**src/design/fpdiv_pkg.sv**
```systemverilog
// -------------------------------------------------------------------------
// shared widths, constants and enums for the binary32 radix-16 divider
// imported by every RTL module and the quotient interface
// -------------------------------------------------------------------------
`default_nettype none

package fpdiv_pkg;

  // binary32 fields
  parameter int EXP_W   = 8;
  parameter int MAN_W   = 23;
  parameter int SIG_W   = MAN_W + 1;
  parameter int BIAS    = 127;
  parameter int EXP_MAX = 255;

  // one 0/1 digit then seven radix-16 digits
  parameter int N_ITER = 8;
  parameter int QUOT_W = 29;
  // significand, four shift bits, one guard bit
  parameter int REM_W  = SIG_W + 5;
  // signed, room for overflow and underflow
  parameter int EXPD_W = 10;

  typedef enum logic [2:0] {
    RM_TRUNC = 3'd0,
    RM_ROUND = 3'd1,
    RM_EVEN  = 3'd2,
    RM_PLUS  = 3'd3,
    RM_MINUS = 3'd4
  } rmode_e;

  // rounding action once mode and sign are known
  typedef enum logic [1:0] {
    RA_NONE,
    RA_HALF,
    RA_EVEN,
    RA_ANY
  } rnd_act_e;

  typedef enum logic [1:0] {
    ST_IDLE,
    ST_ITER,
    ST_ROUND,
    ST_HOLD
  } ctrl_state_e;

endpackage

`default_nettype wire

```
**src/design/quot_if.sv**
```systemverilog
// -------------------------------------------------------------------------
// raw quotient plus exponent and sign data handed to the rounder
// -------------------------------------------------------------------------
`timescale 1ns/100ps
`default_nettype none

interface quot_if import fpdiv_pkg::*; ();

  logic [QUOT_W-1:0]        digits;
  logic                     sticky;
  logic signed [EXPD_W-1:0] exp_pre;
  logic                     sign;
  rnd_act_e                 act;

  modport dsel (output digits, output sticky);
  modport esu  (output exp_pre, output sign, output act);
  modport rnd  (input digits, input sticky, input exp_pre, input sign, input act);

endinterface

`default_nettype wire

```
**src/design/fpdiv_ctrl.sv**
```systemverilog
// -------------------------------------------------------------------------
// sequencer for one division: load, eight iterations, round, hold result
// drives the datapath strobes and both handshakes
// -------------------------------------------------------------------------
`timescale 1ns/100ps
`default_nettype none

module fpdiv_ctrl import fpdiv_pkg::*; (
  input  logic clk,
  input  logic rst_n,
  input  logic start,
  input  logic out_ready,
  output logic ready,
  output logic out_valid,
  output logic load,
  output logic iterate,
  output logic round_en
);

  ctrl_state_e state_q;
  ctrl_state_e state_d;
  logic [2:0]  cnt_q;

  always_comb begin
    state_d = state_q;
    unique case (state_q)
      ST_IDLE: begin
        if (start) begin
          state_d = ST_ITER;
        end
      end
      ST_ITER: begin
        // last digit
        if (cnt_q == 3'(N_ITER - 1)) begin
          state_d = ST_ROUND;
        end
      end
      ST_ROUND: state_d = ST_HOLD;
      ST_HOLD: begin
        if (out_ready) begin
          state_d = ST_IDLE;
        end
      end
      default: state_d = ST_IDLE;
    endcase
  end

  always_ff @(posedge clk or negedge rst_n) begin
    if (!rst_n) begin
      state_q <= ST_IDLE;
      cnt_q   <= '0;
    end else begin
      state_q <= state_d;
      // wraps back to zero on the last step
      cnt_q   <= iterate ? cnt_q + 3'd1 : 3'd0;
    end
  end

  assign ready     = (state_q == ST_IDLE);
  assign out_valid = (state_q == ST_HOLD);
  assign load      = ready & start;
  assign iterate   = (state_q == ST_ITER);
  assign round_en  = (state_q == ST_ROUND);

endmodule

`default_nettype wire

```
**src/design/divisor_multiples.sv**
```systemverilog
// -------------------------------------------------------------------------
// table of 1..15 times the divisor significand, captured at load
// -------------------------------------------------------------------------
`timescale 1ns/100ps
`default_nettype none

module divisor_multiples import fpdiv_pkg::*; (
  input  logic                    clk,
  input  logic                    rst_n,
  input  logic                    load,
  input  logic [SIG_W-1:0]        b_sig,
  output logic [15:1][SIG_W+3:0]  mult
);

  logic [SIG_W+3:0] b1, b3, b5, b7, b9, b11, b13, b15;
  logic [15:1][SIG_W+3:0] mult_d;

  // odd multiples by shifted adds
  assign b1  = {4'b0, b_sig};
  assign b3  = b1 + (b1 << 1);
  assign b5  = b1 + (b1 << 2);
  assign b7  = b3 + (b1 << 2);
  assign b9  = b1 + (b1 << 3);
  assign b11 = b3 + (b1 << 3);
  assign b13 = b5 + (b1 << 3);
  assign b15 = b7 + (b1 << 3);

  // evens are shifts of the odd ones
  assign mult_d = {b15, b7 << 1, b13, b3 << 2, b11, b5 << 1, b9, b1 << 3,
                   b7, b3 << 1, b5, b1 << 2, b3, b1 << 1, b1};

  always_ff @(posedge clk or negedge rst_n) begin
    if (!rst_n) begin
      mult <= '0;
    end else if (load) begin
      mult <= mult_d;
    end
  end

endmodule

`default_nettype wire

```
**src/design/digit_select.sv**
```systemverilog
// -------------------------------------------------------------------------
// radix-16 digit recurrence: partial remainder, parallel compare against
// the divisor multiples, digit pick and quotient shift register
// -------------------------------------------------------------------------
`timescale 1ns/100ps
`default_nettype none

module digit_select import fpdiv_pkg::*; (
  input  logic                   clk,
  input  logic                   rst_n,
  input  logic                   load,
  input  logic                   iterate,
  input  logic [SIG_W-1:0]       a_sig,
  input  logic [15:1][SIG_W+3:0] mult,
  quot_if.dsel                   qi
);

  logic [REM_W-1:0]  rem_q;
  logic [REM_W-1:0]  rem_s;
  logic [REM_W-1:0]  rem_d;
  logic [REM_W-1:0]  sub;
  logic [QUOT_W-1:0] digits_q;
  logic              first_q;
  logic [15:1]       ge;
  logic [15:1]       sel;
  logic [3:0]        digit;

  // no scaling on the first step, digit is only 0 or 1 there
  assign rem_s = first_q ? rem_q : {rem_q[REM_W-5:0], 4'b0};

  always_comb begin
    for (int i = 1; i <= 15; i++) begin
      ge[i] = (rem_s >= {1'b0, mult[i]});
    end
    if (first_q) begin
      ge[15:2] = '0;
    end
  end

  // thermometer to one-hot
  always_comb begin
    for (int i = 1; i < 15; i++) begin
      sel[i] = ge[i] & ~ge[i+1];
    end
    sel[15] = ge[15];
  end

  always_comb begin
    digit = '0;
    sub   = '0;
    for (int i = 1; i <= 15; i++) begin
      if (sel[i]) begin
        digit = digit | 4'(i);
        sub   = sub | {1'b0, mult[i]};
      end
    end
  end

  assign rem_d = rem_s - sub;

  always_ff @(posedge clk or negedge rst_n) begin
    if (!rst_n) begin
      rem_q    <= '0;
      digits_q <= '0;
      first_q  <= 1'b0;
    end else if (load) begin
      rem_q    <= REM_W'(a_sig);
      digits_q <= '0;
      first_q  <= 1'b1;
    end else if (iterate) begin
      rem_q    <= rem_d;
      // upper zeros of the first digit fall off the top
      digits_q <= {digits_q[QUOT_W-5:0], digit};
      first_q  <= 1'b0;
    end
  end

  assign qi.digits = digits_q;
  assign qi.sticky = |rem_q;

endmodule

`default_nettype wire

```
**src/design/exp_sign_unit.sv**
```systemverilog
// -------------------------------------------------------------------------
// result sign, biased exponent difference and rounding action at load
// -------------------------------------------------------------------------
`timescale 1ns/100ps
`default_nettype none

module exp_sign_unit import fpdiv_pkg::*; (
  input  logic             clk,
  input  logic             rst_n,
  input  logic             load,
  input  logic [EXP_W-1:0] a_exp,
  input  logic [EXP_W-1:0] b_exp,
  input  logic             a_sign,
  input  logic             b_sign,
  input  rmode_e           rmode,
  quot_if.esu              qi
);

  logic                     sign_d;
  logic signed [EXPD_W-1:0] exp_d;
  rnd_act_e                 act_d;

  assign sign_d = a_sign ^ b_sign;
  assign exp_d  = $signed(EXPD_W'(a_exp)) - $signed(EXPD_W'(b_exp))
                + $signed(EXPD_W'(BIAS));

  // directed modes only round away from zero on their own side
  always_comb begin
    unique case (rmode)
      RM_TRUNC: act_d = RA_NONE;
      RM_ROUND: act_d = RA_HALF;
      RM_EVEN:  act_d = RA_EVEN;
      RM_PLUS:  act_d = sign_d ? RA_NONE : RA_ANY;
      RM_MINUS: act_d = sign_d ? RA_ANY : RA_NONE;
      default:  act_d = RA_NONE;
    endcase
  end

  always_ff @(posedge clk or negedge rst_n) begin
    if (!rst_n) begin
      qi.sign    <= 1'b0;
      qi.exp_pre <= '0;
      qi.act     <= RA_NONE;
    end else if (load) begin
      qi.sign    <= sign_d;
      qi.exp_pre <= exp_d;
      qi.act     <= act_d;
    end
  end

endmodule

`default_nettype wire

```
**src/design/quot_round.sv**
```systemverilog
// -------------------------------------------------------------------------
// normalize and round the raw quotient, saturate the exponent, pack binary32
// result and tag stay registered until the next operation
// -------------------------------------------------------------------------
`timescale 1ns/100ps
`default_nettype none

module quot_round import fpdiv_pkg::*; (
  input  logic        clk,
  input  logic        rst_n,
  input  logic        round_en,
  input  logic        load,
  input  logic [7:0]  tag_in,
  quot_if.rnd         qi,
  output logic [31:0] result,
  output logic [7:0]  result_tag
);

  logic                     lead;
  logic [SIG_W-1:0]         sig;
  logic                     rbit;
  logic                     stk;
  logic                     inc;
  logic [SIG_W:0]           sum;
  logic signed [EXPD_W-1:0] exp_n;
  logic signed [EXPD_W-1:0] exp_f;
  logic [31:0]              result_d;

  // quotient lies in (2^27, 2^29)
  assign lead  = qi.digits[QUOT_W-1];
  assign sig   = lead ? qi.digits[28:5] : qi.digits[27:4];
  assign rbit  = lead ? qi.digits[4] : qi.digits[3];
  assign stk   = qi.sticky | (lead ? |qi.digits[3:0] : |qi.digits[2:0]);
  assign exp_n = lead ? qi.exp_pre : qi.exp_pre - EXPD_W'(1);

  always_comb begin
    unique case (qi.act)
      RA_HALF: inc = rbit;
      RA_EVEN: inc = rbit & (stk | sig[0]);
      RA_ANY:  inc = rbit | stk;
      default: inc = 1'b0;
    endcase
  end

  assign sum = {1'b0, sig} + (SIG_W + 1)'(inc);
  // carry out leaves a zero fraction one binade up
  assign exp_f = sum[SIG_W] ? exp_n + EXPD_W'(1) : exp_n;

  always_comb begin
    if (exp_f >= EXPD_W'(EXP_MAX)) begin
      result_d = {qi.sign, {EXP_W{1'b1}}, {MAN_W{1'b0}}};
    end else if (exp_f <= EXPD_W'(0)) begin
      result_d = {qi.sign, {(EXP_W + MAN_W){1'b0}}};
    end else begin
      result_d = {qi.sign, exp_f[EXP_W-1:0], sum[MAN_W-1:0]};
    end
  end

  always_ff @(posedge clk or negedge rst_n) begin
    if (!rst_n) begin
      result     <= '0;
      result_tag <= '0;
    end else begin
      if (load) begin
        result_tag <= tag_in;
      end
      if (round_en) begin
        result <= result_d;
      end
    end
  end

endmodule

`default_nettype wire

```
**src/design/fpdiv_top.sv**
```systemverilog
// -------------------------------------------------------------------------
// binary32 divider, one operation in flight, fixed nine-cycle latency
// start/ready on the input side, out_valid/out_ready on the result side
// -------------------------------------------------------------------------
`timescale 1ns/100ps
`default_nettype none

module fpdiv_top import fpdiv_pkg::*; (
  input  logic        clk,
  input  logic        rst_n,
  input  logic        start,
  input  logic [31:0] a,
  input  logic [31:0] b,
  input  logic [2:0]  rmode,
  input  logic [7:0]  tag,
  input  logic        out_ready,
  output logic        ready,
  output logic [31:0] result,
  output logic [7:0]  result_tag,
  output logic        out_valid
);

  logic                   load;
  logic                   iterate;
  logic                   round_en;
  logic [SIG_W-1:0]       a_sig;
  logic [SIG_W-1:0]       b_sig;
  logic [15:1][SIG_W+3:0] mult;

  quot_if qi ();

  // hidden one restored, inputs assumed normal
  assign a_sig = {1'b1, a[MAN_W-1:0]};
  assign b_sig = {1'b1, b[MAN_W-1:0]};

  fpdiv_ctrl u_ctrl (
    .clk       (clk),
    .rst_n     (rst_n),
    .start     (start),
    .out_ready (out_ready),
    .ready     (ready),
    .out_valid (out_valid),
    .load      (load),
    .iterate   (iterate),
    .round_en  (round_en)
  );

  divisor_multiples u_mult (
    .clk   (clk),
    .rst_n (rst_n),
    .load  (load),
    .b_sig (b_sig),
    .mult  (mult)
  );

  digit_select u_dsel (
    .clk     (clk),
    .rst_n   (rst_n),
    .load    (load),
    .iterate (iterate),
    .a_sig   (a_sig),
    .mult    (mult),
    .qi      (qi.dsel)
  );

  exp_sign_unit u_esu (
    .clk    (clk),
    .rst_n  (rst_n),
    .load   (load),
    .a_exp  (a[EXP_W+MAN_W-1:MAN_W]),
    .b_exp  (b[EXP_W+MAN_W-1:MAN_W]),
    .a_sign (a[31]),
    .b_sign (b[31]),
    .rmode  (rmode_e'(rmode)),
    .qi     (qi.esu)
  );

  quot_round u_rnd (
    .clk        (clk),
    .rst_n      (rst_n),
    .round_en   (round_en),
    .load       (load),
    .tag_in     (tag),
    .qi         (qi.rnd),
    .result     (result),
    .result_tag (result_tag)
  );

endmodule

`default_nettype wire

```
**config.mk**
```make
export PLATFORM = sky130hd
export DESIGN_NAME = fpdiv_top
export DESIGN_NICKNAME = d
export VERILOG_FILES = /design/src/design/fpdiv_pkg.sv /design/src/design/quot_if.sv /design/src/design/fpdiv_ctrl.sv /design/src/design/divisor_multiples.sv /design/src/design/digit_select.sv /design/src/design/exp_sign_unit.sv /design/src/design/quot_round.sv /design/src/design/fpdiv_top.sv
export SDC_FILE = /design/constraint.sdc
export NUM_CORES = 2
export LEC_CHECK = 0
export BUFFER_PORTS_ARGS = -buffer_cell sky130_fd_sc_hd__buf_2
export CAP_MARGIN = 20
export CELL_PAD_IN_SITES_DETAIL_PLACEMENT = 1
export CELL_PAD_IN_SITES_GLOBAL_PLACEMENT = 1
export CORE_ASPECT_RATIO = 2
export CORE_MARGIN = 8
export CORE_UTILIZATION = 45
export CTS_CLUSTER_DIAMETER = 50
export DETAILED_ROUTE_END_ITERATION = 10
export PLACE_DENSITY_LB_ADDON = 0.1
export SLEW_MARGIN = 20
export SYNTH_ARGS = -nofsm -noshare
export SYNTH_HDL_FRONTEND = slang
export SYNTH_SLANG_ARGS = --single-unit
```
**constraint.sdc**
```tcl
create_clock -name clk -period 6.95 [get_ports clk]
set_input_delay 1.39 -clock clk [delete_from_list [all_inputs] [get_ports clk]]
set_output_delay 1.39 -clock clk [all_outputs]
set_load 0.05 [all_outputs]
```
* Word-level counts from Yosys, hierarchy flattened *
Index checks and enable logic that the tools add are counted.

cells by class
  add/sub/neg operators = 14
  multipliers = 0
  div/mod/pow operators = 0
  magnitude comparators = 17
  equal/unequal tests = 14
  shifts and indexed selects = 0
  muxes and demuxes = 54
  bitwise logic cells = 48
  reductions and logical operators = 6

operators with widths
  kind              count
  $mux 29           19
  $ge 29x28->1      11
  $or 29x28->29     11
  $add 28x27->28    3
  $mux 31           2
  $mux 24           2
  $mux 4            8
  $ge 29x24->1      1
  $ge 29x25->1      1
  $ge 29x26->1      1
  $ge 29x27->1      1
  $or 29x26->29     1
  $or 29x27->29     1
  $reduce_or 29->1  1
  $sub 29x29->29    1
  $add 24x27->28    1
  $add 28x26->28    1
  $add 24x26->27    1
  $add 24x25->26    1
  $add 24x1->25     1
  $or 24x25->25     1
  $mux 10           2
  $and 1x1->1       16
  $pmux 2 s4        2
  other kinds (26)  63

storage, ports and cells
  register bits = 444
  latch bits = 0
  RAM bits = 0
  bits in read-only memories = 0
  input bits = 79
  output and inout bits = 42
  memories kept = 0

* Longest topological paths before layout *
  word-level depth = 37
  depth in mapped cells = 28
  gate-level depth less buffers = 25

* Modules after synthesis *
From an unflattened synthesis, not the netlist that was laid out.

unflattened totals
  cells, all modules = 4793
  area total of the unflattened synthesis = 39669.3 sq um

by module, submodules not included
  module             instances  cells each  area each (sq um)  sequential area each (sq um)
  divisor_multiples  1          1939        17748.3            4979.8
  digit_select       1          2295        17043.8            1476.4
  quot_round         1          397         3437.0             1001.0
  exp_sign_unit      1          137         1157.4             325.3
  fpdiv_ctrl         1          24          279.0              125.1
  fpdiv_top          1          1           3.8                0.0

* Worst setup path after synthesis *
OpenSTA, ideal clock, no wires.

  kind = register to register
  from = register u_dsel.first_q
  to = register u_dsel.rem_q[16]
  library setup time = 0.128 ns
  data arrival time = 6.705 ns
  data required time = 6.822 ns
  path slack = 0.118 ns
  cell stages (with the launch flop) = 27
  path buffers = 5
  period minus slack after synthesis = 6.832 ns
  cells stage by stage = dfrtp_1 buf_2 buf_2 buf_1 buf_1 mux2_2 ha_1 nand4_1 nor4_1 or3b_2 nor4_1 a211oi_1 nor3_2 clkbuf_1 o21ai_0 o211ai_1 and4b_1 ha_1 nor2b_1 o31a_1 o2111ai_1 a21boi_0 or3b_2 a21o_1 a21oi_1 xor2_1 o21ai_0

between the ends
  cells in the longest elaborated chain, start to end = 37
  elaborated cells on any way between the ends = 77
  classes of those cells = add/sub: 1; order compare: 15; mux: 19; bitwise: 42

ends and longest elaborated chain
  element                 line                RTL
  from (decl)             digit_select.sv:23  logic first_q;
  from (signal assigned)  digit_select.sv:65  first_q <= 1'b0;
  from (signal assigned)  digit_select.sv:69  first_q <= 1'b1;
  from (signal assigned)  digit_select.sv:74  first_q <= 1'b0;
  $mux 29                 digit_select.sv:29  assign rem_s = first_q ? rem_q : {rem_q[REM_W-5:0], 4'b0};
  $ge 29x25->1            digit_select.sv:33  ge[i] = (rem_s >= {1'b0, mult[i]});
  $mux 14                 digit_select.sv:35  if (first_q) begin
  $not 1->1               digit_select.sv:43  sel[i] = ge[i] & ~ge[i+1];
  $and 1x1->1             digit_select.sv:43
  $mux 24                 digit_select.sv:52  if (sel[i]) begin
  $or 24x25->25           digit_select.sv:54  sub = sub | {1'b0, mult[i]};
  $mux 29                 digit_select.sv:52
  (+21 left out)          n/a
  $mux 29                 digit_select.sv:52
  $or 29x28->29           digit_select.sv:54
  $mux 29                 digit_select.sv:52
  $or 29x28->29           digit_select.sv:54
  $mux 29                 digit_select.sv:52
  $sub 29x29->29 (*)      digit_select.sv:59  assign rem_d = rem_s - sub;
  $mux 29 (*)             digit_select.sv:70  end else if (iterate) begin
  $mux 29 (*)             digit_select.sv:66  end else if (load) begin
  to (signal assigned)    digit_select.sv:67  rem_q <= REM_W'(a_sig);
  to (signal assigned)    digit_select.sv:71  rem_q <= rem_d;
  to (decl)               digit_select.sv:18  logic [REM_W-1:0] rem_q;

Every way passes the cells marked *; elsewhere a longest branch is shown, timed or not. The select of a mux whose other input is x is not followed.
A chain may end at the register's enable or synchronous reset.

* Worst setup path in the final report *
  from = register u_dsel.first_q
  to = register u_dsel.rem_q[22]

The elaborated chain is that of the path after synthesis.

==> results.json <==
{
  "hold_class": "reg2reg",
  "core_area_sq_mm": 0.0739,
  "avgRoutedWirePerCell_um": 28.6,
  "clk_path_buf_depth": 3,
  "numCtsBuffers": 41,
  "max_cap_viol_count": 0,
  "holdWs_ns": 0.434,
  "place_congestion": 1.04,
  "initial_core_util_pct": 45.4,
  "setup_slack_ns": 0.115,
  "grt_util_all_layers_pct": 36.4,
  "post-route-period-util_pct": 98.3,
  "seq_area_sq_mm": 0.00791,
  "drive_gt1_share_pct": 17.7,
  "dp_hpwl_mm": 126,
  "first_iter_violations": 2258,
  "multi_input_area_sq_mm": 0.0242,
  "clock-sinks": 316,
  "htreeDepth": 2,
  "hold_buffers": 0,
  "fp.dieW_um": 209,
  "critPathSlowestCell": "or4_1",
  "worst_path_most_repeated_cell": "buf_4",
  "vias": 35200,
  "synth_nets": 4647,
  "synth-seq-cells": 316,
  "synthTopCellsByArea": "dfrtp_1 (24%), ha_1 (21%), o21ai_0 (5.4%)",
  "nets": 5160,
  "grt_pass1_wl_mm": 232,
  "layout.cells.non_filler": 5464,
  "period_minus_slack_ns": 6.83,
  "tritoncts": "yes",
  "fillers": 8965,
  "place_ws_ns": -0.511,
  "netlist.top_cell.by_area": "dfrtp_1",
  "critical_path_class": "reg2reg",
  "ant_nets": 0,
  "dr.pass1.iters": 9,
  "worstMarginPinSlew_ns": 1.18,
  "grt_overflow": 0,
  "status": "finished clean",
  "yosysWarningCount": 0,
  "drc": 0,
  "synth_top_area_share_pct": 23.6,
  "vias_per_cell": 6.43,
  "ys_types": 93,
  "grt_max_degree": 196,
  "die_area_sq_mm": 0.0841,
  "worstSkewPairLatency_ns": 0.62,
  "clkTransAtPathRegs_ns": 0.07,
  "finalSetupViolations": 0,
  "arrival_ns": 7.29,
  "slew_violations": 0,
  "start_kind": "flip-flop",
  "core.rowCount": 141,
  "skew_ns": 0.0199,
  "cp-end-kind": "flip-flop",
  "synth_flop_cell": "dfrtp_1",
  "io-pin-count": 121,
  "slew_headroom_pct": 20.5,
  "die-height_um": 402,
  "numPortBuffers": 120,
  "path_max_fanout": 10,
  "async_flop_share_pct": 100,
  "ys_seq_area_share_pct": 23.6,
  "first_global_vias": 38200,
  "hold_viol": 0,
  "netlist_instances": 3987,
  "slowest_delay_ns": 0.53,
  "wirelength_mm": 156,
  "dp.cells": 5383,
  "tns_ns": 0,
  "syn_area_sq_mm": 0.0336,
  "syn2layout_area_growth_pct": 20.0,
  "max_freq_mhz": 146,
  "synth.avg_cell_area_sq_um": 8.42,
  "antenna_found_initial": 7,
  "synth-edff-count": 0,
  "clk_root_buffer_cell": "clkbuf_16",
  "cp.required_ns": 7.40
}
-- stage by stage --
stage | util (%) | cell area (sq um)
after floorplan | - | 33600
after global placement | 52.2 | 38600
after detailed placement | 52.2 | 38600
after CTS | 54.2 | 40100
after global routing | 54.5 | 40300
final | 54.5 | 40300
-- flip-flops by register name, summed over array words and instances (netlist names) --
| signal | count |
|---|---|
| u_mult.mult | 199 |
| u_rnd.result | 32 |
| u_dsel.qi.digits | 29 |
| u_dsel.rem_q | 29 |
| u_esu.qi.exp_pre | 10 |
| u_rnd.result_tag | 8 |
| u_ctrl.cnt_q | 3 |
| u_ctrl.state_q | 2 |
| u_esu.qi.act | 2 |
| u_dsel.first_q | 1 |
| u_esu.qi.sign | 1 |
-- kinds of logic (layout without fill, tap and decap cells) --
family | after synthesis | after routing | synth area share, %
other | 0 | 4 | 0
multiplexers | 93 | 93 | 2.95
flip-flops | 316 | 316 | 23.6
buffers and inverters | 435 | 979 | 5.04
AO/OA/AOI/OAI | 1270 | 1270 | 25.3
adder cells (fa/ha/maj) | 581 | 581 | 21.9
AND/OR/NAND/NOR | 1083 | 1083 | 15.8
XOR/XNOR | 209 | 209 | 5.45
-- cell usage after synthesis (38+ instances only) --
cell / instances
mux2_2: 48
clkbuf_1: 102
nand4_1: 72
nand2_1: 419
ha_1: 572
nor3_1: 52
nor2b_1: 40
and3_1: 44
o21ai_0: 363
a211oi_1: 44
inv_1: 298
xnor2_1: 130
mux2i_1: 45
xor2_1: 79
nor2_1: 193
o21a_1: 38
nand3_1: 78
a21o_1: 144
a21oi_1: 253
a222oi_1: 77
dfrtp_1: 316
-- path summary, 6_finish.rpt --
check	slack, ns	from	depth (start not counted)	to
worst max-delay path	0.12	u_dsel.first_q	28	u_dsel.rem_q[22]
worst min-delay path	0.43	u_ctrl.cnt_q[0]	1	u_ctrl.cnt_q[0]
worst max register to register	0.12	u_dsel.first_q	28	u_dsel.rem_q[22]
worst min register to register	0.43	u_ctrl.cnt_q[0]	1	u_ctrl.cnt_q[0]
max in group asynchronous	4.87	rst_n	2	u_mult.mult[77]
min in group asynchronous	0.75	rst_n	1	u_rnd.result_tag[4]
-- final cells by class --
class,count,share of cell area [%]
repair buffers,604,11.0
flip-flops and latches,316,19.6
clock inverters,23,0.820
inverters,301,2.81
well taps,929,2.89
clock buffers,51,2.74
diodes,4,0.0248
multi-input cells,3236,60.1
-- metal layers --
layer / share of wire (%) / track usage [%]
met5: 0.031 / 0
met4: 12 / 34.8
met3: 4.9 / 5.49
met2: 49 / 64.8
met1: 34 / 35.4
-- layout by cell type, fill, tap and decap left out, drive strengths merged, types with 48 or more instances in the layout --
cell    instances
a21o          144
a21oi         253
a222oi         77
buf           603
clkbuf         51
dfrtp         316
ha            572
inv           303
mux2           48
nand2         419
nand3          78
nand4          72
nor2          193
nor3           53
o21ai         363
xnor2         130
xor2           79
-- repair_timing --
item | CTS | global route
setup buffers | 1 | 2
pin swaps | 1 | 8
gates resized for setup | 9 | 37
setup endpoints to repair | 12 | 18
-- critical path, delay by kind of cell, from the launching register on --
| kind | cells | cell delay (ns) |
|---|---|---|
| simple gates | 9 | 2.16 |
| compound gates | 9 | 1.81 |
| fa+ha+maj | 2 | 0.62 |
| buf+inv | 7 | 1.26 |
| flops | 1 | 0.37 |
| mux | 1 | 0.43 |
Power is left out: the tool's default activity adds up to more than one toggle a clock period on the data nets, which glitch-free logic cannot reach.
